<file path="src/cpu_pkg.sv">
`default_nettype none

package cpu_pkg;

  // Datapath and register file sizes.
  localparam int dataWidth    = 16;
  localparam int dataMsb      = dataWidth - 1;
  localparam int regAddrWidth = 4;

  // Memory sizes in 16-bit words.
  localparam int imemDepth     = 256;
  localparam int imemAddrWidth = 8;
  localparam int dmemDepth     = 256;
  localparam int dmemAddrWidth = 8;

  typedef enum logic [3:0] {
    ADD = 4'd0,
    SUB = 4'd1,
    XOR = 4'd2,
    SLL = 4'd3,
    SRA = 4'd4,
    LW  = 4'd8,
    SW  = 4'd9,
    LLB = 4'd10,
    LHB = 4'd11,
    B   = 4'd12,
    BR  = 4'd13,
    PCS = 4'd14,
    HLT = 4'd15
  } opcodeE;  // Codes 5 to 7 are no operation.

  typedef enum logic [2:0] {
    NEQ    = 3'd0,
    EQ     = 3'd1,
    GT     = 3'd2,
    LT     = 3'd3,
    GE     = 3'd4,
    LE     = 3'd5,
    OVF    = 3'd6,
    UNCOND = 3'd7
  } condE;

  typedef enum logic [1:0] {
    ALU    = 2'd0,
    MEM    = 2'd1,
    PCNEXT = 2'd2
  } wbSrcE;

  typedef struct packed {
    logic z;
    logic v;
    logic n;
  } flagsT;

endpackage

`default_nettype wire
</file>
<file path="src/cpuCtrlIf.sv">
`timescale 1ns/10ps
`default_nettype none

interface cpuCtrlIf;
  cpu_pkg::opcodeE               op;
  logic                          aluSrcImm;
  logic                          regWrite;
  logic                          memRead;
  logic                          memWrite;
  cpu_pkg::wbSrcE                wbSrc;
  logic                          isBranch;
  logic                          isBranchReg;
  cpu_pkg::condE                 cond;
  logic [cpu_pkg::dataWidth-1:0] imm;  // Already sign extended and scaled.
  logic                          halt;

  modport dec (output op, aluSrcImm, regWrite, memRead, memWrite, wbSrc,
               isBranch, isBranchReg, cond, imm, halt);
  modport exe (input op, aluSrcImm, imm);
  modport br  (input op, isBranch, isBranchReg, cond, imm);
  modport fe  (input halt);
endinterface

`default_nettype wire

</file>
<file path="src/alu.sv">
`timescale 1ns/10ps
`default_nettype none

module alu (
  cpuCtrlIf.exe                         ctrl,
  input  logic [cpu_pkg::dataWidth-1:0] srcA,
  input  logic [cpu_pkg::dataWidth-1:0] srcB,
  output logic [cpu_pkg::dataWidth-1:0] result,
  output cpu_pkg::flagsT                flags,
  output logic                          flagsWe
);

  logic [cpu_pkg::dataWidth-1:0] opB;
  logic [cpu_pkg::dataWidth-1:0] sum;
  logic [cpu_pkg::dataWidth-1:0] diff;
  logic [cpu_pkg::dataWidth-1:0] satVal;
  logic                          sumOvf;
  logic                          diffOvf;
  logic                          ovf;

  assign opB  = ctrl.aluSrcImm ? ctrl.imm : srcB;
  assign sum  = srcA + opB;
  assign diff = srcA - opB;

  // Signed overflow checks.
  assign sumOvf  = (srcA[cpu_pkg::dataMsb] == opB[cpu_pkg::dataMsb]) &&
                   (sum[cpu_pkg::dataMsb] != srcA[cpu_pkg::dataMsb]);
  assign diffOvf = (srcA[cpu_pkg::dataMsb] != opB[cpu_pkg::dataMsb]) &&
                   (diff[cpu_pkg::dataMsb] != srcA[cpu_pkg::dataMsb]);

  // Overflow always clips toward the sign of srcA.
  assign satVal = srcA[cpu_pkg::dataMsb] ? {1'b1, {cpu_pkg::dataMsb{1'b0}}} :
                                           {1'b0, {cpu_pkg::dataMsb{1'b1}}};

  always_comb begin
    result = sum;
    ovf    = 1'b0;
    case (ctrl.op)
      cpu_pkg::ADD: begin
        result = sumOvf ? satVal : sum;
        ovf    = sumOvf;
      end
      cpu_pkg::SUB: begin
        result = diffOvf ? satVal : diff;
        ovf    = diffOvf;
      end
      cpu_pkg::XOR: result = srcA ^ opB;
      cpu_pkg::SLL: result = srcA << opB[3:0];
      cpu_pkg::SRA: result = $signed(srcA) >>> opB[3:0];  // Sign fill.
      cpu_pkg::LLB: result = {srcB[15:8], ctrl.imm[7:0]};
      cpu_pkg::LHB: result = {ctrl.imm[7:0], srcB[7:0]};
      default:      result = sum;  // Address for LW and SW.
    endcase
  end

  assign flags.z = (result == '0);
  assign flags.v = ovf;
  assign flags.n = result[cpu_pkg::dataMsb];
  assign flagsWe = (ctrl.op == cpu_pkg::ADD) || (ctrl.op == cpu_pkg::SUB) ||
                   (ctrl.op == cpu_pkg::XOR);

endmodule

`default_nettype wire

</file>
<file path="src/flat_wrapper.sv">
// flat-port wrapper written by rule: the top's interface ports become plain ports
module alu_flat 
  (srcA, srcB, result, flags, flagsWe, ctrl_op, ctrl_aluSrcImm, ctrl_imm);
  cpuCtrlIf ctrl_i ();
  input  logic [cpu_pkg::dataWidth-1:0] srcA;
  input  logic [cpu_pkg::dataWidth-1:0] srcB;
  output logic [cpu_pkg::dataWidth-1:0] result;
  output cpu_pkg::flagsT flags;
  output logic flagsWe;
  input wire logic [$bits(ctrl_i.op)-1:0] ctrl_op;
  input wire logic [$bits(ctrl_i.aluSrcImm)-1:0] ctrl_aluSrcImm;
  input wire logic [$bits(ctrl_i.imm)-1:0] ctrl_imm;
  assign ctrl_i.op = ctrl_op;
  assign ctrl_i.aluSrcImm = ctrl_aluSrcImm;
  assign ctrl_i.imm = ctrl_imm;
  alu u_core (.ctrl(ctrl_i), .srcA(srcA), .srcB(srcB), .result(result), .flags(flags), .flagsWe(flagsWe));
endmodule
</file>
<file path="config.mk">
export PLATFORM = sky130hd
export DESIGN_NAME = alu_flat
export DESIGN_NICKNAME = d
export VERILOG_FILES = /design/src/cpu_pkg.sv /design/src/cpuCtrlIf.sv /design/src/alu.sv /design/src/flat_wrapper.sv
export SDC_FILE = /design/constraint.sdc
export NUM_CORES = 1
export LEC_CHECK = 0
export ABC_AREA = 1
export BUFFER_PORTS_ARGS = -buffer_cell sky130_fd_sc_hd__buf_2
export CAP_MARGIN = 20
export CELL_PAD_IN_SITES_DETAIL_PLACEMENT = 1
export CELL_PAD_IN_SITES_GLOBAL_PLACEMENT = 1
export CORE_ASPECT_RATIO = 0.9
export CORE_MARGIN = 2
export CORE_UTILIZATION = 30
export DETAILED_ROUTE_END_ITERATION = 12
export GPL_ROUTABILITY_DRIVEN = 0
export PLACE_DENSITY = 0.72
export SLEW_MARGIN = 30
export SYNTH_ARGS = -nofsm -noshare
export SYNTH_HDL_FRONTEND = slang
export SYNTH_SLANG_ARGS = --single-unit
</file>
<file path="constraint.sdc">
create_clock -name vclk -period 6.71
set_input_delay 0.3355 -clock vclk [all_inputs]
set_output_delay 0.3355 -clock vclk [all_outputs]
set_load 0.02 [all_outputs]
</file>
==> reports/summary.log <==
qor: clocking.number_of_instances_resized_during_post_cts_repair 0
qor: final_layout.clock_buffer_count 0
qor: global_route.global_route.overflow_total 0
qor: detailed_routing.routed_via_density 5.478
qor: hold_path.holdPathEnd flagsWe
qor: floorplanning.dieArea 0.01531 sq mm
qor: floorplanning.die_height 117.6 microns
qor: logic_synthesis.post_synth_inst_count 861
qor: worst_setup_path.cp.arrival 5.14 ns
qor: floorplanning.effective_utilization_at_floorplan 0.3071
qor: worst_setup_path.cp_common_cell nor2_1
qor: pwr.internal_power 0.0001622 W
qor: worst_setup_path.cp-start-kind primary input
qor: final_layout.multiInputGateArea 0.003662 sq mm
qor: placed_design.dp.final_hpwl 17830 microns
qor: worst_setup_path.data_required_critical_path 6.37 ns
qor: final_layout.area.sequential 0 sq um
qor: timing.setup_tns 0 ns
qor: outcome.run_status finished clean
qor: run.drv_cap 0
qor: pwr.ir_worst_vdd 47.49 uV
qor: hold_path.holdCritStartpoint ctrl_op[3]
qor: hold_path.min_path_cells 5
qor: clocking.count_of_buffers_added_by_post_cts_timing_repair_for_setup 0
qor: final_layout.layout.sequential_cells 0
qor: timing.maxSlewHeadroom 0.3765
qor: worst_setup_path.critPathCaptureType output pin
qor: final_layout.final-instance-count-excl-fill 1100
qor: logic_synthesis.synth_area_leader_cell nand2_1
qor: logic_synthesis.synthTopCellsByArea nand2_1 (22%), nand3_1 (22%), ha_1 (9.9%)
qor: pwr.clockPowerShare 0
qor: pwr.p_leak 2.718 nW
qor: placed_design.dpl.cell_count 1100
qor: placed_design.port-buffer-count 73
qor: detailed_routing.wl_per_cell 19.08 microns
qor: logic_synthesis.synth.net_count 951
qor: worst_setup_path.critical_path_peak_fanout 27
qor: final_layout.flow.area_growth_from_synthesis 10.33%
qor: logic_synthesis.synth_top_family_by_area simple AND/OR/NAND/NOR gates
qor: logic_synthesis.ys_types 39
qor: logic_synthesis.post_synth_adder_cell_area 0.1129
qor: worst_setup_path.critical_path_buf_inv_count 4
qor: worst_setup_path.cp_top_family simple AND/OR/NAND/NOR gates
qor: logic_synthesis.compound_gate_fraction_of_synth_area 0.1222
qor: worst_setup_path.cp_slowest_cell buf_2
qor: timing.min_period_over_period 0.8161
qor: timing.period_needed 5.476 ns
qor: clocking.postCtsHoldBufs 0
qor: final_layout.layout.cells.most_common_list nand2_1 (252), nand3_1 (186), inv_1 (108)
qor: final_layout.finish.net_count 999
qor: detailed_routing.routed-via-count 6026
qor: final_layout.fillCellCount 2058
qor: floorplanning.die-width 130.2 microns
qor: floorplanning.core_area 0.01400 sq mm
qor: logic_synthesis.yosysTopAreaCellShare 0.2200
qor: pwr.comb_power_share 1.000
qor: logic_synthesis.synth_simple_gate_area_frac 0.5871
qor: detailed_routing.detailedRoute.firstPassIterationCount 5
qor: logic_synthesis.yosys-mux-area-fraction 0
qor: detailed_routing.antenna_violating_nets_post_route 0
qor: timing.report.final.setup_viol 0
qor: final_layout.final_layout_size_suffix_gt1_frac 0.1345
qor: timing.final-hold-violation-count 0
qor: pwr.power.density_cell_area 115.3 mW/mm^2
qor: logic_synthesis.synth-seq-area-share 0
qor: floorplanning.rows 41
qor: global_route.first_global_vias 5706
qor: pwr.power.share.switching 0.7033
qor: floorplanning.floorplan.io_pins 73
qor: final_layout.layout_commonest_cell nand2_1
qor: logic_synthesis.synth-xor-area-share 0.02851
qor: worst_setup_path.timing.setup.critical_path_class in2out
qor: global_route.grt_use_total 0.2687
qor: global_route.grt_pass1_wl 32170 microns
qor: worst_setup_path.startpoint ctrl_aluSrcImm
qor: timing.worstMarginPinSlew 0.9319 ns
qor: final_layout.antenna_cells 0
qor: logic_synthesis.netlist_area_before_placement 0.004300 sq mm
qor: global_route.grt_start_max_net_pins 35
qor: timing.rsz_0062_raised_after_global_routing no
qor: pwr.seq_power_share 0
qor: hold_path.min-delay-path-class in2out
qor: logic_synthesis.ys_warn_count 0
qor: detailed_routing.drt_first_iter_violations 664
qor: global_route.grt_antenna_before_repair 0
qor: pwr.total_power_after_layout 0.0005469 W
qor: worst_setup_path.crit_path_max_cell_delay 0.49 ns
qor: logic_synthesis.postSynthAreaPerCell 4.995 sq um
qor: timing.timing_max_transition_violations_final 0
qor: pwr.p_sw 0.0003846 W
qor: detailed_routing.drt_wl_total 20990 microns
qor: final_layout.final_core_util 0.3388
qor: detailed_routing.drt_drc_violations_left 0
qor: timing.clock.fmax 182.6 MHz
[tightest hold or removal path, stage by stage]
cell and delay, ns:
buf_2 0.09, nor2_1 0.09, nand2_1 0.07, inv_1 0.03, buf_2 0.14
[power groups by stage]
stage               clock (W)  combinational (W)  sequential (W)
floorplan                   0           0.000368               0
global placement            0           0.000525               0
detailed placement          0           0.000532               0
CTS                         0           0.000535               0
global route                0           0.000597               0
finish                      0           0.000547               0
[stage by stage]
step	area, sq um	hold WS (ns)	worst slack [ns]
5_1_grt	4745	1.126	0.8052
4_1_cts	4745	1.093	1.290
2_1_floorplan	4300	0.8556	2.314
3_5_place_dp	4745	1.091	1.281
6_report	4745	1.098	1.234
3_3_place_gp	4745	1.080	1.465
[synthesized netlist by cell type (all sizes together) (6+ instances only)]
cell type / number
clkbuf: 6
a21oi: 48
nand4: 12
nand2: 269
nand3: 189
o21ai: 30
or2: 11
nor2: 78
inv: 116
xor2: 14
o22ai: 6
buf: 25
ha: 34
[layer usage]
layer  vias to the layer above  track usage  share of wire
met5                         -            0              0
met4                         0      0.05108          0.025
met3                        30      0.01773          0.083
met2                       268       0.3976           0.41
met1                      2843       0.4229           0.48
li1                       2885            -              -
[layout make-up]
cell class / count / share of cell area
inverters: 118 / 0.09388
repair buffers: 77 / 0.08333
well taps: 193 / 0.05090
multi-input cells: 712 / 0.7719
[kinds of logic after synthesis]
family,Yosys count
AOI/OAI and AO/OA,92
and+or+nand+nor,569
xor gates and xnor gates,14
buffers and inverters,149
adders and majority gates,37
[how the worst max path moves through the flow]
stage | end | slack, ns | cells past startpoint
final | flags[2] | 1.23 | 26
after global placement | flags[2] | 1.46 | 26
after detailed placement | flags[2] | 1.28 | 26
after global routing | flags[2] | 0.81 | 28
after floorplan | flags[2] | 2.31 | 30
after CTS | flags[2] | 1.29 | 26
No activity file was read; power rests on OpenSTA's default activity.
