`config.mk`:
```
export PLATFORM = sky130hd
export DESIGN_NAME = regFile
export DESIGN_NICKNAME = d
export VERILOG_FILES = /design/src/cpu_pkg.sv /design/src/regFile.sv
export SDC_FILE = /design/constraint.sdc
export NUM_CORES = 1
export LEC_CHECK = 0
export BUFFER_PORTS_ARGS = -buffer_cell sky130_fd_sc_hd__buf_2
export CELL_PAD_IN_SITES_DETAIL_PLACEMENT = 0
export CELL_PAD_IN_SITES_GLOBAL_PLACEMENT = 1
export CORE_MARGIN = 5
export CORE_UTILIZATION = 35
export CTS_BUF_LIST = sky130_fd_sc_hd__clkbuf_4 sky130_fd_sc_hd__clkbuf_8
export DETAILED_ROUTE_END_ITERATION = 6
export PLACE_DENSITY_LB_ADDON = 0.1
export SETUP_SLACK_MARGIN = 0.2
export SLEW_MARGIN = 20
export SYNTH_ARGS = -nofsm -noshare
export SYNTH_HDL_FRONTEND = slang
export SYNTH_SLANG_ARGS = --single-unit
```
`constraint.sdc`:
```
create_clock -name clk -period 3.04 [get_ports clk]
set_input_delay 0.152 -clock clk [delete_from_list [all_inputs] [get_ports clk]]
set_output_delay 0.152 -clock clk [all_outputs]
set_load 0.005 [all_outputs]
```
`src/cpu_pkg.sv`:
```
`default_nettype none

package cpu_pkg;

  // Datapath and register file sizes.
  localparam int dataWidth    = 16;
  localparam int dataMsb      = dataWidth - 1;
  localparam int regAddrWidth = 4;

  // Memory sizes in 16-bit words.
  localparam int imemDepth     = 256;
  localparam int imemAddrWidth = 8;
  localparam int dmemDepth     = 256;
  localparam int dmemAddrWidth = 8;

  typedef enum logic [3:0] {
    ADD = 4'd0,
    SUB = 4'd1,
    XOR = 4'd2,
    SLL = 4'd3,
    SRA = 4'd4,
    LW  = 4'd8,
    SW  = 4'd9,
    LLB = 4'd10,
    LHB = 4'd11,
    B   = 4'd12,
    BR  = 4'd13,
    PCS = 4'd14,
    HLT = 4'd15
  } opcodeE;  // Codes 5 to 7 are no operation.

  typedef enum logic [2:0] {
    NEQ    = 3'd0,
    EQ     = 3'd1,
    GT     = 3'd2,
    LT     = 3'd3,
    GE     = 3'd4,
    LE     = 3'd5,
    OVF    = 3'd6,
    UNCOND = 3'd7
  } condE;

  typedef enum logic [1:0] {
    ALU    = 2'd0,
    MEM    = 2'd1,
    PCNEXT = 2'd2
  } wbSrcE;

  typedef struct packed {
    logic z;
    logic v;
    logic n;
  } flagsT;

endpackage

`default_nettype wire
```
`src/regFile.sv`:
```
`timescale 1ns/10ps
`default_nettype none

module regFile (
  input  logic                             clk,
  input  logic                             arstN,
  input  logic [cpu_pkg::regAddrWidth-1:0] rdAddr1,
  input  logic [cpu_pkg::regAddrWidth-1:0] rdAddr2,
  input  logic                             wrEn,
  input  logic [cpu_pkg::regAddrWidth-1:0] wrAddr,
  input  logic [cpu_pkg::dataWidth-1:0]    wrData,
  output logic [cpu_pkg::dataWidth-1:0]    rdData1,
  output logic [cpu_pkg::dataWidth-1:0]    rdData2
);

  logic [cpu_pkg::dataWidth-1:0] regs [2**cpu_pkg::regAddrWidth];

  always_ff @(posedge clk or negedge arstN) begin
    if (!arstN) begin
      for (int i = 0; i < 2**cpu_pkg::regAddrWidth; i++) begin
        regs[i] <= '0;
      end
    end else if (wrEn && (wrAddr != '0)) begin
      regs[wrAddr] <= wrData;  // r0 is never written.
    end
  end

  // A write lands on the retiring edge, so the next instruction
  // already reads the new value.
  assign rdData1 = (rdAddr1 == '0) ? '0 : regs[rdAddr1];
  assign rdData2 = (rdAddr2 == '0) ? '0 : regs[rdAddr2];

endmodule

`default_nettype wire

```
==> results of run 1 <==
-- per-stage QoR --
step | util (%) | hold WS (ns)
finish | 41.1 | 0.0602
global route | 41.1 | 0.0292
CTS | 41.1 | 0.00742
detailed placement | 38.1 | 0.167
global placement | 38.1 | 0.164
floorplan | - | -0.144
-- cells by family (layout without fill, tap and decap cells) --
| group | Yosys count | count (layout) | share of synthesized area (%) |
|---|---|---|---|
| AND/OR/NAND/NOR | 48 | 48 | 1.98 |
| AO/OA/AOI/OAI | 113 | 113 | 5.85 |
| flip-flops | 241 | 241 | 46.4 |
| multiplexers | 429 | 429 | 42.1 |
| buffers and inverters | 88 | 212 | 3.66 |
-- power breakdown --
group / switching, mW / total (mW) / internal, mW
Combinational: 0.919 / 2.27 / 1.35
Clock: 1.43 / 3.36 / 1.93
Sequential: 0.569 / 4.53 / 3.96
Total: 2.92 / 10.2 / 7.24
-- final cells by class --
class	instances	area, um^2
repair buffers	131	966
multi-input cells	590	6490
fillers	3512	21600
clock buffers	76	933
inverters	1	3.75
well taps	468	586
clock inverters	4	27.5
flip-flops and latches	241	6030
-- cell usage in the layout (no fill, tap or decap) --
| master | synthesis | final |
|---|---|---|
| dlygate4sd3_1 | 0 | 13 |
| mux4_2 | 67 | 67 |
| mux2i_1 | 107 | 107 |
| nand2_1 | 5 | 5 |
| o31ai_1 | 1 | 1 |
| a2111oi_0 | 14 | 14 |
| a22oi_1 | 16 | 16 |
| a211oi_1 | 2 | 2 |
| nor3b_2 | 0 | 1 |
| clkinv_2 | 0 | 2 |
| a31oi_1 | 1 | 1 |
| a21oi_1 | 47 | 47 |
| o21ai_0 | 3 | 3 |
| nor2b_2 | 0 | 2 |
| nor2_2 | 9 | 9 |
| and3_1 | 1 | 1 |
| buf_4 | 6 | 52 |
| clkbuf_8 | 0 | 58 |
| nand3b_2 | 1 | 1 |
| and2_1 | 1 | 1 |
| nand3_1 | 2 | 2 |
| or3_1 | 3 | 3 |
| a221o_1 | 15 | 15 |
| buf_2 | 40 | 58 |
| buf_12 | 1 | 7 |
| nand2b_1 | 5 | 5 |
| inv_1 | 1 | 1 |
| nor2_1 | 15 | 15 |
| mux2_2 | 251 | 251 |
| mux2_4 | 4 | 4 |
| buf_8 | 1 | 1 |
| o22ai_1 | 14 | 14 |
| clkbuf_4 | 0 | 18 |
| inv_6 | 0 | 2 |
| nor3b_1 | 2 | 1 |
| dfrtp_1 | 241 | 241 |
| nand3b_1 | 2 | 2 |
-- repair_timing --
action                    CTS  global route
hold endpoints to repair  214             0
hold buffers               13             0
resized for setup           0             0
-- layer usage --
layer	vias to the layer above	part of all wire (%)
li1	3734	-
met2	174	49
met5	-	0.017
met4	2	1.9
met3	59	4.4
met1	4517	45
-- path summary, 6_finish.rpt --
kind	start	endpoint	slack, ns
max in group asynchronous	arstN	regs[168]	1.89
min in group asynchronous	arstN	regs[33]	0.10
hold reg to reg	regs[254]	regs[254]	0.38
setup / recovery	regs[117]	rdData2[5]	0.59
hold / removal	wrData[3]	regs[67]	0.06
setup reg to reg	regs[173]	regs[173]	2.24
==> impl_metrics.ini, run 1 <==
[status]
status = finished, final reports clean

[die]
start_util_pct = 35.5
die_x_um = 203
dieHeight_um = 203
pin_count = 63
core_mm2 = 0.0366
fp.dieArea_mm2 = 0.0411
num_rows = 70

[global_route]
grt_pass1_wl_mm = 61.9
grt_use_met3_pct = 3.50
antenna_found_initial = 2
overflow = 0
top_usage_layer = met2
grt_pass1_vias = 9011
grt_max_degree = 73
grt_use_met1_pct = 27.8
gr-usage-all-layers_pct = 20.2
use_met2_pct = 33.6

[critical_path]
startpoint_type = register
crit_arrival_ns = 2.30
crit_path_end_kind = output port
critPathTopFamily = compound AO/OA/AOI/OAI gates
crit_fanout = 3
critPathMaxStageDelay_ns = 0.75
crit_chain = mux2i_1 -> o22ai_1 -> a2111oi_0 -> a21oi_1 -> buf_2
crit_buf_inv = 1
crit_slowest_cell = a2111oi_0
required_ns = 2.89
crit_type = register to output port
rr_worst_depth = 1
critical_path_depth = 5

[routing]
vias = 8486
drtPass1Iterations = 4
drc = 0
antenna_left = 0
wl_per_cell_um = 27.4
drtIter0Drc = 475
viasPerCell = 5.62
routed_wl_mm = 41.4

[synth]
synthTopCellsByArea = dfrtp_1 46%, mux2_2 22%, mux4_2 12%
synthCells = 919
ys_top_cells_by_count = 251 x mux2_2, 241 x dfrtp_1, 107 x mux2i_1
synth-seq-area-share_pct = 46.4
synth.distinct_cells = 34
syn_avg_cell_area_um2 = 14.1
ys_seq_elements = 241
syn_area_mm2 = 0.0130
yosysTopAreaCell = dfrtp_1
synth-async-reset-ratio_pct = 100
synth-edff-count = 0
synth_most_common_cell = mux2_2
synth_warnings = 0
synth_top_area_share_pct = 46.4
ys.flop_type = dfrtp_1
synth.net_count = 950

[placed_design]
routabilityCongestion = 0.770
dp_hpwl_mm = 26.7
dp_cells = 1418
dpl_cell_area_mm2 = 0.0139
numPortBuffers = 62
place_ws_ns = 0.738

[hold_path]
hold_class = input port to register
hold_depth = 2

[layout]
largest_register = regs
largestRegisters = regs x241
layout-drive-gt1-share_pct = 51.1
area_growth_pct = 15.8
fin_cells = 1511
n_antenna_cell = 0
fin_area_mm2 = 0.0150
largest_reg_flops = 241
layout.nets = 1042

[clocking]
clk_pin_slew_ns = 0.06
cts_root_buf = clkbuf_8
cts_tree = done
clkSinkCount = 241
h-tree-depth = 2
numCtsBuffers = 46
cts_setup_buffers = 0
clock_latency_ns = 0.61
clockBufferDepth = 3

[sta]
slew-limit-headroom_pct = 43.8
worst_pin_slew_ns = 0.821
setup_violations = 0
finalSetupTns_ns = 0
period_minus_slack_ns = 2.45
fmax_mhz = 408
fin_ws_ns = 0.591
hold_viol = 0
slew_viol_final = 0
rsz0062_at_grt = no
finalCritPeriodShare_pct = 80.6
fin_skew_ns = 0

[flow_run]
max-cap-violations = 0

[power_and_ir_drop]
power_density_mw_per_mm2 = 675
vdd_ir_drop_max_v = 0.000280
leakagePower_nw = 6.53
total_power_mw = 10.2
(Power assumes the default switching activity.)
==> run 2, diff against run 1 <==
Clock period 3.04 ns to 2.05 ns, I/O delays scaled along.
==> impl_metrics.ini, run 2 (synthesis gave the netlist of run 1 again) <==
[flow_run]
max-cap-violations = 0

[layout]
area_growth_pct = 23.3
final_cell_mix = 248 x mux2_2, 241 x dfrtp_1, 87 x mux2i_1
n_antenna_cell = 0
n_fill_cell = 3392
seq_area_mm2 = 0.00603
largest_reg_flops = 241
layout.nets = 1087
layout-drive-gt1-share_pct = 59.0
multi_input_area_mm2 = 0.00700
final_common_cell = mux2_2
largest_register = regs
largestRegisters = regs x241
fin_area_mm2 = 0.0160

[routing]
wl_met1_mm = 18.9
highest_layer = met5
wl_per_cell_um = 26.2
wl_met2_mm = 19.3
drtPass1Iterations = 4
viasPerCell = 5.56
drtIter0Drc = 403
antenna_left = 0
routed_wl_mm = 40.9
drc = 0
vias = 8652
route.met3.wl_mm = 1.79

[clocking]
clockBufferDepth = 3
h-tree-depth = 2
numCtsBuffers = 47
clkSinkCount = 241
clock_latency_ns = 0.60
cts_root_buf = clkbuf_8
cts_tree = done
clk_pin_slew_ns = 0.06

[sta]
period_minus_slack_ns = 2.18
rsz0062_at_grt = yes
holdWs_ns = 0.128
slew_viol_final = 0
fin_ws_ns = -0.129
slew-limit-headroom_pct = 25.8
worst_pin_slew_ns = 1.11
hold_viol = 0
fmax_mhz = 459
finalCritPeriodShare_pct = 106
fin_skew_ns = 0
setup_violations = 14
finalSetupTns_ns = -0.635

[critical_path]
critPathMaxStageDelay_ns = 0.51
crit_fanout = 3
critPathLaunch = regs[56]
reg2reg_from = regs[9]
crit_slowest_cell = mux4_2
crit_arrival_ns = 2.08
required_ns = 1.95
startpoint_type = register
crit_type = register to output port
crit_chain = mux4_2 -> mux2i_4 -> a21oi_2 -> buf_4 -> buf_6
crit_path_end_kind = output port

[placed_design]
routabilityCongestion = 0.736
numPortBuffers = 62
dpl_cell_area_mm2 = 0.0141
dp_hpwl_mm = 26.2

[die]
start_util_pct = 35.5
dieHeight_um = 203
fp.dieArea_mm2 = 0.0411
num_rows = 70
die_x_um = 203
pin_count = 63
core_mm2 = 0.0366

[power_and_ir_drop]
power_density_mw_per_mm2 = 987
vdd_ir_drop_max_v = 0.000405
leakagePower_nw = 6.81

[global_route]
grt_pass1_wl_mm = 62.1
grt_max_degree = 61
grt_pass1_vias = 9322
gr-usage-all-layers_pct = 20.1
overflow = 0
antenna_found_initial = 2

[status]
status = finished with violations
violations = setup timing

[hold_path]
hold_class = input port to async pin
[run 2: cell count changes in the layout (fill, tap and decap cells not counted), moves of 14 or more]
| cell | before | now |
|---|---|---|
| a2111oi_0 | 14 | 0 |
| a21oi_1 | 47 | 18 |
| a21oi_2 | 0 | 26 |
| buf_4 | 52 | 82 |
| mux2i_1 | 107 | 87 |
| mux2i_4 | 0 | 14 |
[run 2: per-layer routing]
metal,vias to the layer above,global-route usage (%)
li1,3826,-
met1,4568,27.8
met3,59,4.39
met2,195,32.6
met5,-,0
met4,4,4.78
[run 2: layout make-up]
class / instances / share of cell area, %
inverters: 1 / 0.0234
clock buffers: 77 / 5.95
flip-flops and latches: 241 / 37.7
multi-input cells: 590 / 43.7
well taps: 468 / 3.66
clock inverters: 5 / 0.156
repair buffers: 175 / 8.81
[run 2: worst max-delay path: cells and delay by family (launching register included)]
family | cells | cell delay, ns
mux | 2 | 0.72
compound gates | 1 | 0.11
flops | 1 | 0.40
buf+inv | 2 | 0.25
[run 2: path summary, 6_finish.rpt]
check                      slack [ns]  cells past startpoint          to
max in group asynchronous        1.58                      3   regs[239]
setup reg to reg                 1.05                      3     regs[9]
hold reg to reg                  0.38                      0   regs[254]
min in group clk                 0.24                      4   regs[184]
setup / recovery                -0.13                      5  rdData1[8]
hold / removal                   0.13                      3   regs[177]
[run 2: timing repair]
action / in CTS / in global routing
pin swaps: 31 / 9
gates resized for setup: 87 / 24
buffers inserted: 18 / 7
hold buffers: 18 / 0
endpoints found under the hold margin: 468 / 0
endpoints found under the setup margin: 32 / 32
[run 2: stage by stage]
step | cells | setup slack, ns | util, % | total power [mW]
final | 1557 | -0.129 | 43.7 | 15.8
after global routing | 1557 | -0.232 | 43.7 | 16.7
after CTS | 1550 | -0.209 | 43.1 | 15.8
after detailed placement | 1432 | -0.0338 | 38.6 | 10.2
after global placement | 1432 | -0.0331 | 38.6 | 10.2
after floorplan | 919 | 0.539 | - | 8.99
[run 2: power by group]
group / leakage, nW / switching (mW) / internal, mW
combinational: 3.33 / 1.65 / 2.40
sequential: 2.96 / 0.829 / 5.88
clock: 0.529 / 2.13 / 2.91
==> run 3, diff against run 2 <==
Settings changed: GPL_TIMING_DRIVEN set to 0.
==> impl_metrics.ini, run 3 (synthesis gave the netlist of run 1 again) <==
[status]
status = finished with violations
violations = setup timing

[die]
start_util_pct = 35.5
dieHeight_um = 203
num_rows = 70
fp.dieArea_mm2 = 0.0411
pin_count = 63
core_mm2 = 0.0366
die_x_um = 203

[clocking]
clkSinkCount = 241
clock_latency_ns = 0.60
cts_root_buf = clkbuf_8
clk_pin_slew_ns = 0.06
clockBufferDepth = 3
cts_tree = done
h-tree-depth = 2
numCtsBuffers = 46

[power_and_ir_drop]
pwr-share-seq_pct = 42.5
clock_power_share_pct = 31.7
p_sw_share_pct = 29.7
leakagePower_nw = 6.73
power_density_mw_per_mm2 = 999
power.internal_mw = 11.1
combPwrFrac_pct = 25.8
p_sw_mw = 4.69
vdd_ir_drop_max_v = 0.000402

[sta]
rsz0062_at_grt = yes
hold_viol = 0
worst_pin_slew_ns = 0.960
finalCritPeriodShare_pct = 107
fin_ws_ns = -0.137
period_minus_slack_ns = 2.19
fin_skew_ns = 0
slew-limit-headroom_pct = 36.0
fmax_mhz = 457
slew_viol_final = 0
finalSetupTns_ns = -1.44
setup_violations = 23

[placed_design]
numPortBuffers = 57
dp_hpwl_mm = 29.7
routabilityCongestion = 0.784
place_ws_ns = -0.578

[layout]
largestRegisters = regs x241
final_cell_mix = 246 x mux2_2, 241 x dfrtp_1, 88 x mux2i_1
fin_util_pct = 43.2
largest_register = regs
layout.nets = 1101
largest_reg_flops = 241
area_growth_pct = 21.7
final_common_cell = mux2_2
layout-drive-gt1-share_pct = 57.2

[critical_path]
crit_chain = mux2_2 -> a221o_1 -> a21oi_2 -> a21oi_1 -> buf_2
crit_fanout = 3
crit_path_end_kind = output port
crit_arrival_ns = 2.08
critPathTopFamily = compound AO/OA/AOI/OAI gates
crit_buf_inv = 1
startpoint_type = register
crit_type = register to output port
crit_slowest_cell = dfrtp_1
required_ns = 1.95
critPathMaxStageDelay_ns = 0.41

[global_route]
antenna_found_initial = 1
grt_max_degree = 91
grt_pass1_vias = 9388
gr-usage-all-layers_pct = 21.5
grt_pass1_wl_mm = 65.2
overflow = 0

[routing]
drc = 0
vias = 8685
wl_per_cell_um = 28.0
routed_wl_mm = 43.9
antenna_left = 0
viasPerCell = 5.54
drtIter0Drc = 483
drtPass1Iterations = 5

[flow_run]
max-cap-violations = 0

[hold_path]
hold_class = input port to async pin
[run 3: worst register-to-register path, stage by stage, from the launching register on]
cell and delay, ns:
dfrtp_1 0.40, buf_4 0.15, mux2_2 0.25
[run 3: layout make-up]
cell class                      instances  area [um^2]
Tap cell                              468          586
Antenna cell                            2         5.00
Timing Repair Buffer                  103          723
Inverter                                1         3.75
Buffer                                 87          522
Fill cell                            3452        20800
Clock buffer                           72          903
Sequential cell                       241         6030
Multi-Input combinational cell        590         6990
Clock inverter                          4         45.0
[run 3: timing repair]
action / CTS / global route
setup buffers: 23 / 4
hold buffers: 17 / 0
endpoints found under the hold margin: 234 / 0
gates resized for setup: 120 / 13
gates cloned: 0 / 0
pin swaps: 34 / 9
setup endpoints to repair: 32 / 32
[run 3: power groups by stage]
stage          sequential [mW]  combinational (mW)  clock [mW]
5_1_grt                   6.84                4.40        5.36
3_3_place_gp              6.77                3.39           0
3_5_place_dp              6.77                3.45           0
4_1_cts                   6.68                4.04        5.16
6_report                  6.71                4.08        5.00
2_1_floorplan             6.47                2.52           0
[run 3: routing by layer]
layer	vias up	global-route usage (%)	part of all wire, %
met5	-	0	0.020
met3	71	4.57	4.3
met2	183	34.3	47
met1	4586	30.1	47
li1	3843	-	-
met4	2	5.29	2.1
[run 3: path summary, 6_finish.rpt]
path	start	to	slack, ns	cells after the start
min	arstN	regs[35]	0.04	2
max in group asynchronous	arstN	regs[168]	0.67	4
min in group clk	wrAddr[0]	regs[176]	0.12	4
max reg2reg	regs[64]	regs[64]	1.14	2
min reg2reg	regs[254]	regs[254]	0.47	1
max	regs[218]	rdData1[10]	-0.14	5
[run 3: per-stage QoR]
stage	hold WS, ns	std cells	power (mW)	instance area [um^2]
finish	0.0427	1568	15.8	15800
floorplan	-0.193	919	8.99	13000
global route	0.0638	1566	16.6	15800
detailed placement	0.0990	1446	10.2	13900
global placement	0.419	1444	10.2	13900
CTS	0.0257	1562	15.9	15700
