<file path="src/cpu_pkg.sv">
`default_nettype none

package cpu_pkg;

  // Datapath and register file sizes.
  localparam int dataWidth    = 16;
  localparam int dataMsb      = dataWidth - 1;
  localparam int regAddrWidth = 4;

  // Memory sizes in 16-bit words.
  localparam int imemDepth     = 256;
  localparam int imemAddrWidth = 8;
  localparam int dmemDepth     = 256;
  localparam int dmemAddrWidth = 8;

  typedef enum logic [3:0] {
    ADD = 4'd0,
    SUB = 4'd1,
    XOR = 4'd2,
    SLL = 4'd3,
    SRA = 4'd4,
    LW  = 4'd8,
    SW  = 4'd9,
    LLB = 4'd10,
    LHB = 4'd11,
    B   = 4'd12,
    BR  = 4'd13,
    PCS = 4'd14,
    HLT = 4'd15
  } opcodeE;  // Codes 5 to 7 are no operation.

  typedef enum logic [2:0] {
    NEQ    = 3'd0,
    EQ     = 3'd1,
    GT     = 3'd2,
    LT     = 3'd3,
    GE     = 3'd4,
    LE     = 3'd5,
    OVF    = 3'd6,
    UNCOND = 3'd7
  } condE;

  typedef enum logic [1:0] {
    ALU    = 2'd0,
    MEM    = 2'd1,
    PCNEXT = 2'd2
  } wbSrcE;

  typedef struct packed {
    logic z;
    logic v;
    logic n;
  } flagsT;

endpackage

`default_nettype wire
</file>
<file path="src/cpuCtrlIf.sv">
`timescale 1ns/10ps
`default_nettype none

interface cpuCtrlIf;
  cpu_pkg::opcodeE               op;
  logic                          aluSrcImm;
  logic                          regWrite;
  logic                          memRead;
  logic                          memWrite;
  cpu_pkg::wbSrcE                wbSrc;
  logic                          isBranch;
  logic                          isBranchReg;
  cpu_pkg::condE                 cond;
  logic [cpu_pkg::dataWidth-1:0] imm;  // Already sign extended and scaled.
  logic                          halt;

  modport dec (output op, aluSrcImm, regWrite, memRead, memWrite, wbSrc,
               isBranch, isBranchReg, cond, imm, halt);
  modport exe (input op, aluSrcImm, imm);
  modport br  (input op, isBranch, isBranchReg, cond, imm);
  modport fe  (input halt);
endinterface

`default_nettype wire

</file>
<file path="src/ctrlDecode.sv">
`timescale 1ns/10ps
`default_nettype none

module ctrlDecode (
  input logic [cpu_pkg::dataWidth-1:0] instr,
  cpuCtrlIf.dec                        ctrl
);

  cpu_pkg::opcodeE op;

  assign op = cpu_pkg::opcodeE'(instr[15:12]);

  always_comb begin
    ctrl.op          = op;
    ctrl.aluSrcImm   = 1'b0;
    ctrl.regWrite    = 1'b0;
    ctrl.memRead     = 1'b0;
    ctrl.memWrite    = 1'b0;
    ctrl.wbSrc       = cpu_pkg::ALU;
    ctrl.isBranch    = 1'b0;
    ctrl.isBranchReg = 1'b0;
    ctrl.cond        = cpu_pkg::condE'(instr[11:9]);
    ctrl.imm         = '0;
    ctrl.halt        = 1'b0;
    case (op)
      cpu_pkg::ADD, cpu_pkg::SUB, cpu_pkg::XOR: begin
        ctrl.regWrite = 1'b1;
      end
      cpu_pkg::SLL, cpu_pkg::SRA: begin
        ctrl.regWrite  = 1'b1;
        ctrl.aluSrcImm = 1'b1;
        ctrl.imm       = {12'h000, instr[3:0]};  // Shift amount.
      end
      cpu_pkg::LW, cpu_pkg::SW: begin
        ctrl.regWrite  = (op == cpu_pkg::LW);
        ctrl.memRead   = (op == cpu_pkg::LW);
        ctrl.memWrite  = (op == cpu_pkg::SW);
        ctrl.aluSrcImm = 1'b1;
        ctrl.wbSrc     = cpu_pkg::MEM;
        ctrl.imm       = {{11{instr[3]}}, instr[3:0], 1'b0};  // Word offset in bytes.
      end
      cpu_pkg::LLB, cpu_pkg::LHB: begin
        ctrl.regWrite  = 1'b1;
        ctrl.aluSrcImm = 1'b1;
        ctrl.imm       = {8'h00, instr[7:0]};
      end
      cpu_pkg::B: begin
        ctrl.isBranch = 1'b1;
        ctrl.imm      = {{6{instr[8]}}, instr[8:0], 1'b0};
      end
      cpu_pkg::BR:  ctrl.isBranchReg = 1'b1;
      cpu_pkg::PCS: begin
        ctrl.regWrite = 1'b1;
        ctrl.wbSrc    = cpu_pkg::PCNEXT;
      end
      cpu_pkg::HLT: ctrl.halt = 1'b1;
      default: ;  // Unused codes retire with no effect.
    endcase
  end

endmodule

`default_nettype wire

</file>
<file path="src/flat_wrapper.sv">
// flat-port wrapper written by rule: the top's interface ports become plain ports
module ctrlDecode_flat 
  (instr, ctrl_op, ctrl_aluSrcImm, ctrl_regWrite, ctrl_memRead, ctrl_memWrite, ctrl_wbSrc, ctrl_isBranch, ctrl_isBranchReg, ctrl_cond, ctrl_imm, ctrl_halt);
  cpuCtrlIf ctrl_i ();
  input logic [cpu_pkg::dataWidth-1:0] instr;
  output wire logic [$bits(ctrl_i.op)-1:0] ctrl_op;
  output wire logic [$bits(ctrl_i.aluSrcImm)-1:0] ctrl_aluSrcImm;
  output wire logic [$bits(ctrl_i.regWrite)-1:0] ctrl_regWrite;
  output wire logic [$bits(ctrl_i.memRead)-1:0] ctrl_memRead;
  output wire logic [$bits(ctrl_i.memWrite)-1:0] ctrl_memWrite;
  output wire logic [$bits(ctrl_i.wbSrc)-1:0] ctrl_wbSrc;
  output wire logic [$bits(ctrl_i.isBranch)-1:0] ctrl_isBranch;
  output wire logic [$bits(ctrl_i.isBranchReg)-1:0] ctrl_isBranchReg;
  output wire logic [$bits(ctrl_i.cond)-1:0] ctrl_cond;
  output wire logic [$bits(ctrl_i.imm)-1:0] ctrl_imm;
  output wire logic [$bits(ctrl_i.halt)-1:0] ctrl_halt;
  assign ctrl_op = ctrl_i.op;
  assign ctrl_aluSrcImm = ctrl_i.aluSrcImm;
  assign ctrl_regWrite = ctrl_i.regWrite;
  assign ctrl_memRead = ctrl_i.memRead;
  assign ctrl_memWrite = ctrl_i.memWrite;
  assign ctrl_wbSrc = ctrl_i.wbSrc;
  assign ctrl_isBranch = ctrl_i.isBranch;
  assign ctrl_isBranchReg = ctrl_i.isBranchReg;
  assign ctrl_cond = ctrl_i.cond;
  assign ctrl_imm = ctrl_i.imm;
  assign ctrl_halt = ctrl_i.halt;
  ctrlDecode u_core (.instr(instr), .ctrl(ctrl_i));
endmodule
</file>
<file path="config.mk">
export PLATFORM = sky130hd
export DESIGN_NAME = ctrlDecode_flat
export DESIGN_NICKNAME = d
export VERILOG_FILES = /design/src/cpu_pkg.sv /design/src/cpuCtrlIf.sv /design/src/ctrlDecode.sv /design/src/flat_wrapper.sv
export SDC_FILE = /design/constraint.sdc
export NUM_CORES = 1
export LEC_CHECK = 0
export ABC_CLOCK_PERIOD_IN_PS = 1700
export BUFFER_PORTS_ARGS = -buffer_cell sky130_fd_sc_hd__buf_4
export CORE_AREA = 3 3 40 42
export DETAILED_ROUTE_END_ITERATION = 12
export DIE_AREA = 0 0 43 45
export GPL_TIMING_DRIVEN = 0
export PLACE_DENSITY_LB_ADDON = 0.08
export SETUP_SLACK_MARGIN = 0.2
export SYNTH_ARGS = -nofsm -noshare
export SYNTH_HDL_FRONTEND = slang
export SYNTH_SLANG_ARGS = --single-unit
</file>
<file path="constraint.sdc">
create_clock -name vclk -period 1.7
set_input_delay 0.255 -clock vclk [all_inputs]
set_output_delay 0.255 -clock vclk [all_outputs]
set_load 0.01 [all_outputs]
</file>
==> results.ini, run 1 <==
[logic_synthesis]
syn_area_sq_um = 405
synth_adder_area_share_pct = 0
synth-xor-area-share_pct = 0
synth_top_family_by_area = buffers and inverters
synth_nets = 77
yosysWarnings = 0
ys_seq_area_share_pct = 0
synth-compound-area-share_pct = 32.1
postSynthAreaPerCell_sq_um = 6.65
synth_mux_area_share_pct = 2.78
ys_types = 23
synthSimpleGateAreaFrac_pct = 32.1
synthCells = 61

[global_route]
antenna_found_initial = 0
grt-busiest-layer = met2
gr-total-overflow = 0
met1_usage_pct = 16.4
use_met3_pct = 1.99
grtUsageTotal_pct = 12.5
grt_pass1_vias = 493
grt_max_degree = 11
met2_usage_pct = 23.1
grt_pass1_wl_mm = 2.04

[sta]
finalCriticalPeriod_ps = 1450
tns_ps = 0
finalHoldViolCount = 0
drv_slew = 0
finalSetupViolations = 0
slew_headroom_pct = 84.5
timing.final.crit_share_pct = 85.4
clock.fmax_mhz = 689
rsz0062_at_grt = no
setup_ws_ps = 248
worstMarginPinSlew_ps = 231

[finish]
most-common-layout-cells = buf_4 (62), a22oi_1 (6), nand2_1 (5), nor2_1 (5)
mostFrequentLayoutCell = buf_4
final_cell_count_no_fill = 125
regArea_sq_um = 0
area_growth_pct = 110
layout.nets = 128
nFlopsAndLatches = 0
clkbuf_count = 0
multi_input_area_sq_um = 317
fillCellCount = 125
layout-drive-gt1-share_pct = 70.0
diodes = 0

[detailed_routing]
dr.pass1.iters = 2
drtAntennaViolNets = 0
viasPerCell = 4.62
avgRoutedWirePerCell_um = 10.8
drt_iter0_drc = 7
routed_wl_mm = 1.35
drc_errors = 0
num_vias = 578

[die]
coreArea_sq_um = 1280
die_w_um = 43
num_io_pins = 48
dieArea_sq_um = 1940
fp-row-count = 13
die_h_um = 45
start_util_pct = 31.5

[placed_design]
dpl_worst_slack_ps = 42.5
port_buffers = 45
place_congestion = 0.694
dpl.hpwl_mm = 1.09
dp_cells = 121

[worst_hold_path]
hold_class = in -> out
hold_start = instr[10]

[setup_path]
start_kind = input pin
worstPathArrival_ps = 1200
cp.required_ps = 1440
path_class = in -> out
endpoint_kind = output port
crit_start = instr[14]
crit_fanout = 4

[status]
outcome = completed

[flow_run]
cap_violations = 0

[power]
leakage_nw = 0.479
peakVddDrop_mv = 0.113
powerDensity_nw_per_um2 = 242

==> logic make-up after synthesis <==
family	after synthesis
AOI/OAI and AO/OA	17
buffers and inverters	20
muxes	1
and+or+nand+nor	23
==> metal layers <==
layer | vias up | wire (um)
met5 | - | 0
met4 | 0 | 0
met3 | 0 | 142
met2 | 26 | 674
met1 | 249 | 537
li1 | 303 | -
==> cell type report <==
cell class                      instances  area share (%)
Tap cell                               15            2.21
Timing Repair Buffer                   49            44.1
Inverter                                3            1.32
Multi-Input combinational cell         41            37.2
Buffer                                 17            15.1
==> synth_stat cells (all sizes together) <==
| cell type | instances | area share, % |
|---|---|---|
| a21boi | 1 | 2.8 |
| a21oi | 2 | 2.5 |
| a22oi | 7 | 13 |
| and2 | 2 | 3.1 |
| and3 | 1 | 1.5 |
| and3b | 1 | 2.5 |
| buf | 17 | 30 |
| inv | 3 | 2.8 |
| mux2 | 1 | 2.8 |
| nand2 | 8 | 7.4 |
| nand3 | 1 | 1.2 |
| nor2 | 6 | 6.2 |
| nor3b | 2 | 6.2 |
| nor4 | 1 | 1.5 |
| nor4bb | 1 | 2.5 |
| o21a | 1 | 1.9 |
| o21ai | 1 | 1.2 |
| o21bai | 1 | 1.9 |
| o2bb2ai | 3 | 6.5 |
| o32a | 1 | 2.5 |
==> worst max-delay path, cell delays in order <==
cell and delay [ps]:
buf_4 120, nor4bb_4 150, buf_4 140, buf_4 140, a22oi_1 170, nand2_1 70
buf_4 140
==> repair_timing <==
action                                  4_1_cts  5_1_grt
resized for setup                             3       10
endpoints found under the setup margin        7       11
setup buffers                                 1        3
hold buffers                                  0        0
pin swaps                                     1        5
hold endpoints to repair                      0        0
==> where the power goes <==
group	internal, mW	switching (mW)
logic	0.118	0.0879
registers	0	0
clock network	0	0
total	0.118	0.0879
==> final timing paths <==
path	to	cells past startpoint
setup / recovery	ctrl_imm[5]	7
hold / removal	ctrl_cond[1]	2
==> per-stage QoR <==
step	hold slack [ps]	power (mW)	instance area [sq um]	utilization, %
2_1_floorplan	553	0.0939	408	-
3_3_place_gp	688	0.187	764	59.5
3_5_place_dp	688	0.189	764	59.5
4_1_cts	689	0.194	786	61.1
5_1_grt	694	0.223	851	66.2
6_report	687	0.206	851	66.2
(Power assumes the default switching activity.)
==> run 2, diff against run 1 <==
--- a/config.mk
+++ b/config.mk
@@ -5,6 +5,7 @@
 export SDC_FILE = /design/constraint.sdc
 export NUM_CORES = 1
 export LEC_CHECK = 0
+export ABC_AREA = 1
 export ABC_CLOCK_PERIOD_IN_PS = 1700
 export BUFFER_PORTS_ARGS = -buffer_cell sky130_fd_sc_hd__buf_4
 export CORE_AREA = 3 3 40 42
==> run 2 against run 1 <==
Net effect:
- worst hold slack worse by 1.1 ps
- utilization down 7.8 points
- first-iteration DRC count down 14%
- critical path type unchanged
==> results.ini, run 2 <==
[detailed_routing]
dr.pass1.iters = 4
routed_wl_mm = 1.14
drc_errors = 0
viasPerCell = 4.13
drt_iter0_drc = 6
avgRoutedWirePerCell_um = 8.46
drtAntennaViolNets = 0
num_vias = 558

[global_route]
grt_pass1_wl_mm = 1.75
grt_pass1_vias = 446
grtUsageTotal_pct = 10.5
gr-total-overflow = 0
grt_max_degree = 9
antenna_found_initial = 0

[logic_synthesis]
yosysWarnings = 0
synthCells = 72
synth_nets = 88
syn_area_sq_um = 362
synth_top_area_cell = nand2_1
synth.top_cells.by_area = nand2_1 (28%), buf_4 (27%), inv_1 (7.3%)
netlist.area_leader.share_pct = 28.0
post-synth-top-count-cell = nand2_1
ys_seq_area_share_pct = 0
synth_common_cells = nand2_1 (27), buf_4 (13), inv_1 (7)
ys_types = 14
postSynthAreaPerCell_sq_um = 5.02

[finish]
nFlopsAndLatches = 0
layout-drive-gt1-share_pct = 60.8
area_growth_pct = 108
clkbuf_count = 0
mostFrequentLayoutCell = buf_4
regArea_sq_um = 0
diodes = 0
most-common-layout-cells = buf_4 (61), nand2_1 (26), inv_1 (7)
finalInstanceArea_sq_um = 751
layout.nets = 138

[placed_design]
dpl_worst_slack_ps = 189
place_congestion = 0.694
dpl.hpwl_um = 978
port_buffers = 45
dpl_cell_area_sq_um = 718

[power]
powerDensity_nw_per_um2 = 240
leakage_nw = 0.478
peakVddDrop_mv = 0.121

[sta]
finalCriticalPeriod_ps = 1410
timing.final.crit_share_pct = 82.8
finalSetupViolations = 0
hold_slack_ps = 686
drv_slew = 0
tns_ps = 0
finalHoldViolCount = 0
worstMarginPinSlew_ps = 177
slew_headroom_pct = 88.1
rsz0062_at_grt = no
clock.fmax_mhz = 710
setup_ws_ps = 292

[die]
dieArea_sq_um = 1940
fp-row-count = 13
die_w_um = 43
start_util_pct = 28.1
num_io_pins = 48
coreArea_sq_um = 1280
die_h_um = 45

[setup_path]
cp.required_ps = 1440
start_kind = input pin
crit_fanout = 7
endpoint_kind = output port
worstPathArrival_ps = 1150
path_class = in -> out

[flow_run]
cap_violations = 0

[worst_hold_path]
hold_class = in -> out

[status]
outcome = completed

## run 2: kinds of logic (layout without fill, tap and decap cells)
| logic type | Yosys count | in the layout | synth area share, % |
|---|---|---|---|
| compound gates | 4 | 4 | 6.57 |
| simple gates | 46 | 46 | 57.1 |
| buf+inv | 22 | 70 | 36.3 |
## run 2: final timing paths
path	startpoint	end	slack, ps	cells after the start
min	instr[10]	ctrl_cond[1]	690	2
max	instr[12]	ctrl_imm[10]	290	8
## run 2: layout make-up
class	count	area, sq um
Tap cell	15	18.8
Multi-Input combinational cell	50	240
Inverter	9	33.8
Buffer	13	97.6
Fill cell	132	534
Timing Repair Buffer	48	360
## run 2: layer usage
metal	wire, um	vias up	share of wire, %	global-route usage [%]
li1	-	304	-	-
met1	468	228	41	15.0
met2	530	26	46	17.7
met3	143	0	13	1.99
met4	0	0	0	0
met5	0	-	0	0
## run 2: stage by stage
stage | utilization (%) | std cells | power [mW]
final | 58.4 | 135 | 0.180
after global routing | 58.4 | 135 | 0.198
after CTS | 56.1 | 132 | 0.178
after detailed placement | 55.9 | 132 | 0.177
after global placement | 55.9 | 132 | 0.176
after floorplan | - | 72 | 0.0817
## run 2: repair_timing
| action | in CTS | in global routing |
|---|---|---|
| setup endpoints to repair | 6 | 6 |
| hold buffers | 0 | 0 |
| pin swaps | 0 | 2 |
| cloned | 0 | 0 |
| resized for setup | 1 | 2 |
| buffers inserted | 0 | 3 |
## run 2: worst max-delay path, stage by stage
cell and delay [ps]:
buf_4 140, nor2_2 120, inv_1 80, nor2_4 140, nand2_1 100, nand2_4 110
buf_4 110, buf_4 100
## run 2: report_power, final
part | leakage, nW | total [mW] | switching (mW) | internal, mW
Sequential | 0 | 0 | 0 | 0
Clock | 0 | 0 | 0 | 0
Combinational | 0.478 | 0.180 | 0.0821 | 0.0977
Total | 0.478 | 0.180 | 0.0821 | 0.0977
==> run 3, diff against run 2 <==
--- a/config.mk
+++ b/config.mk
@@ -6,7 +6,7 @@
 export NUM_CORES = 1
 export LEC_CHECK = 0
 export ABC_AREA = 1
-export ABC_CLOCK_PERIOD_IN_PS = 1700
+export ABC_CLOCK_PERIOD_IN_PS = 1200
 export BUFFER_PORTS_ARGS = -buffer_cell sky130_fd_sc_hd__buf_4
 export CORE_AREA = 3 3 40 42
 export DETAILED_ROUTE_END_ITERATION = 12
==> constraint.sdc (replaced) <==
create_clock -name vclk -period 1.2
set_input_delay 0.18 -clock vclk [all_inputs]
set_output_delay 0.18 -clock vclk [all_outputs]
set_load 0.01 [all_outputs]
==> run 3 against run 2 <==
Net effect:
- non-clock buffer count grew 6
- setup slack lost 250 ps
- first-iteration DRC count grew 67%
- critical path depth is the same
- clock-buffer cell count is the same
- utilization grew 22 points
- sequential cell count is the same
- cell area grew 38%
- final cell count grew 4.4%
- largest cell class unchanged
==> results.ini, run 3 (synthesized netlist as in run 2, its figures left out) <==
[die]
coreArea_sq_um = 1280
die_h_um = 45
start_util_pct = 28.1
dieArea_sq_um = 1940
num_io_pins = 48
die_w_um = 43
fp-row-count = 13

[placed_design]
dp_cells = 132
port_buffers = 45
dpl.hpwl_um = 999
place_congestion = 0.662

[power]
peakVddDrop_mv = 0.226
leakage_nw = 0.592
powerDensity_nw_per_um2 = 349

[status]
outcome = completed

[detailed_routing]
dr.pass1.iters = 4
drc_errors = 0
num_vias = 635
viasPerCell = 4.50
drt_iter0_drc = 10
avgRoutedWirePerCell_um = 11.8
drtAntennaViolNets = 0
routed_wl_mm = 1.66

[setup_path]
start_kind = input pin
crit_fanout = 5
cp_num_buf_inv = 4
cp.required_ps = 1020
critPathSlowestCell = nor2_4
endpoint_kind = output port
crit_family = buffers and inverters
path_class = in -> out
path_cells = buf_12, nor2_4, inv_2, nor2_4, buf_6, nand2_2, nand3_2, buf_6
cpPeakStageDelay_ps = 140
worstPathArrival_ps = 980

[global_route]
grt_pass1_vias = 527
gr-total-overflow = 0
grtUsageTotal_pct = 13.7
antenna_found_initial = 0
grt_max_degree = 9
grt_pass1_wl_mm = 2.19

[worst_hold_path]
hold_class = in -> out

[sta]
hold_slack_ps = 537
finalSetupViolations = 0
timing.final.crit_share_pct = 96.4
finalHoldViolCount = 0
clock.fmax_mhz = 864
tns_ps = 0
worstMarginPinSlew_ps = 165
drv_slew = 0
finalCriticalPeriod_ps = 1160
rsz0062_at_grt = yes
slew_headroom_pct = 88.9

[finish]
layout-drive-gt1-share_pct = 78.6
area_growth_pct = 187
layout.nets = 144
nFlopsAndLatches = 0
mostFrequentLayoutCell = buf_4
clkbuf_count = 0
most-common-layout-cells = buf_4 (40), buf_6 (24), nand2_1 (16)
final_cell_count_no_fill = 141
diodes = 0
regArea_sq_um = 0

[flow_run]
cap_violations = 0

## run 3: changes by cell type in the layout (fill, tap and decap cells not counted), sizes merged
cell,change
buf,+6
clkinv,+1
inv,-1
## run 3: repair_timing
item,4_1_cts,5_1_grt
pin swaps,6,12
setup buffers,5,4
hold buffers,0,0
gates resized for setup,30,29
setup endpoints to repair,18,20
hold endpoints to repair,0,0
## run 3: path summary, 6_finish.rpt
check | startpoint | endpoint | slack, ps | depth (start not counted)
setup / recovery | instr[12] | ctrl_imm[7] | 40 | 8
hold / removal | instr[9] | ctrl_cond[0] | 540 | 2
## run 3: power breakdown
part           total (mW)  internal, mW  switching [mW]
clock                   0             0               0
combinational       0.363         0.202           0.161
sequential              0             0               0
## run 3: layout make-up
cell class                 count  area, sq um
fill                          94          246
timing repair buffer          54          510
inverter                       9         53.8
tap                           15         18.8
multi-input combinational     50          335
buffer                        13          120
## run 3: per-layer routing
layer	routed length (um)	up-vias	global-route usage, %
met5	0	-	0
li1	-	315	-
met3	113	0	0.398
met2	927	28	26.3
met1	620	292	18.1
met4	0	0	0
## run 3: through the flow
stage	cell area (sq um)	utilization, %	total power, mW	worst slack (ps)
2_1_floorplan	407	-	0.126	189
3_3_place_gp	763	59.4	0.263	-45.3
3_5_place_dp	763	59.4	0.265	-64.2
4_1_cts	923	71.9	0.318	97.5
5_1_grt	1040	80.8	0.387	-15.6
6_report	1040	80.8	0.363	42.8
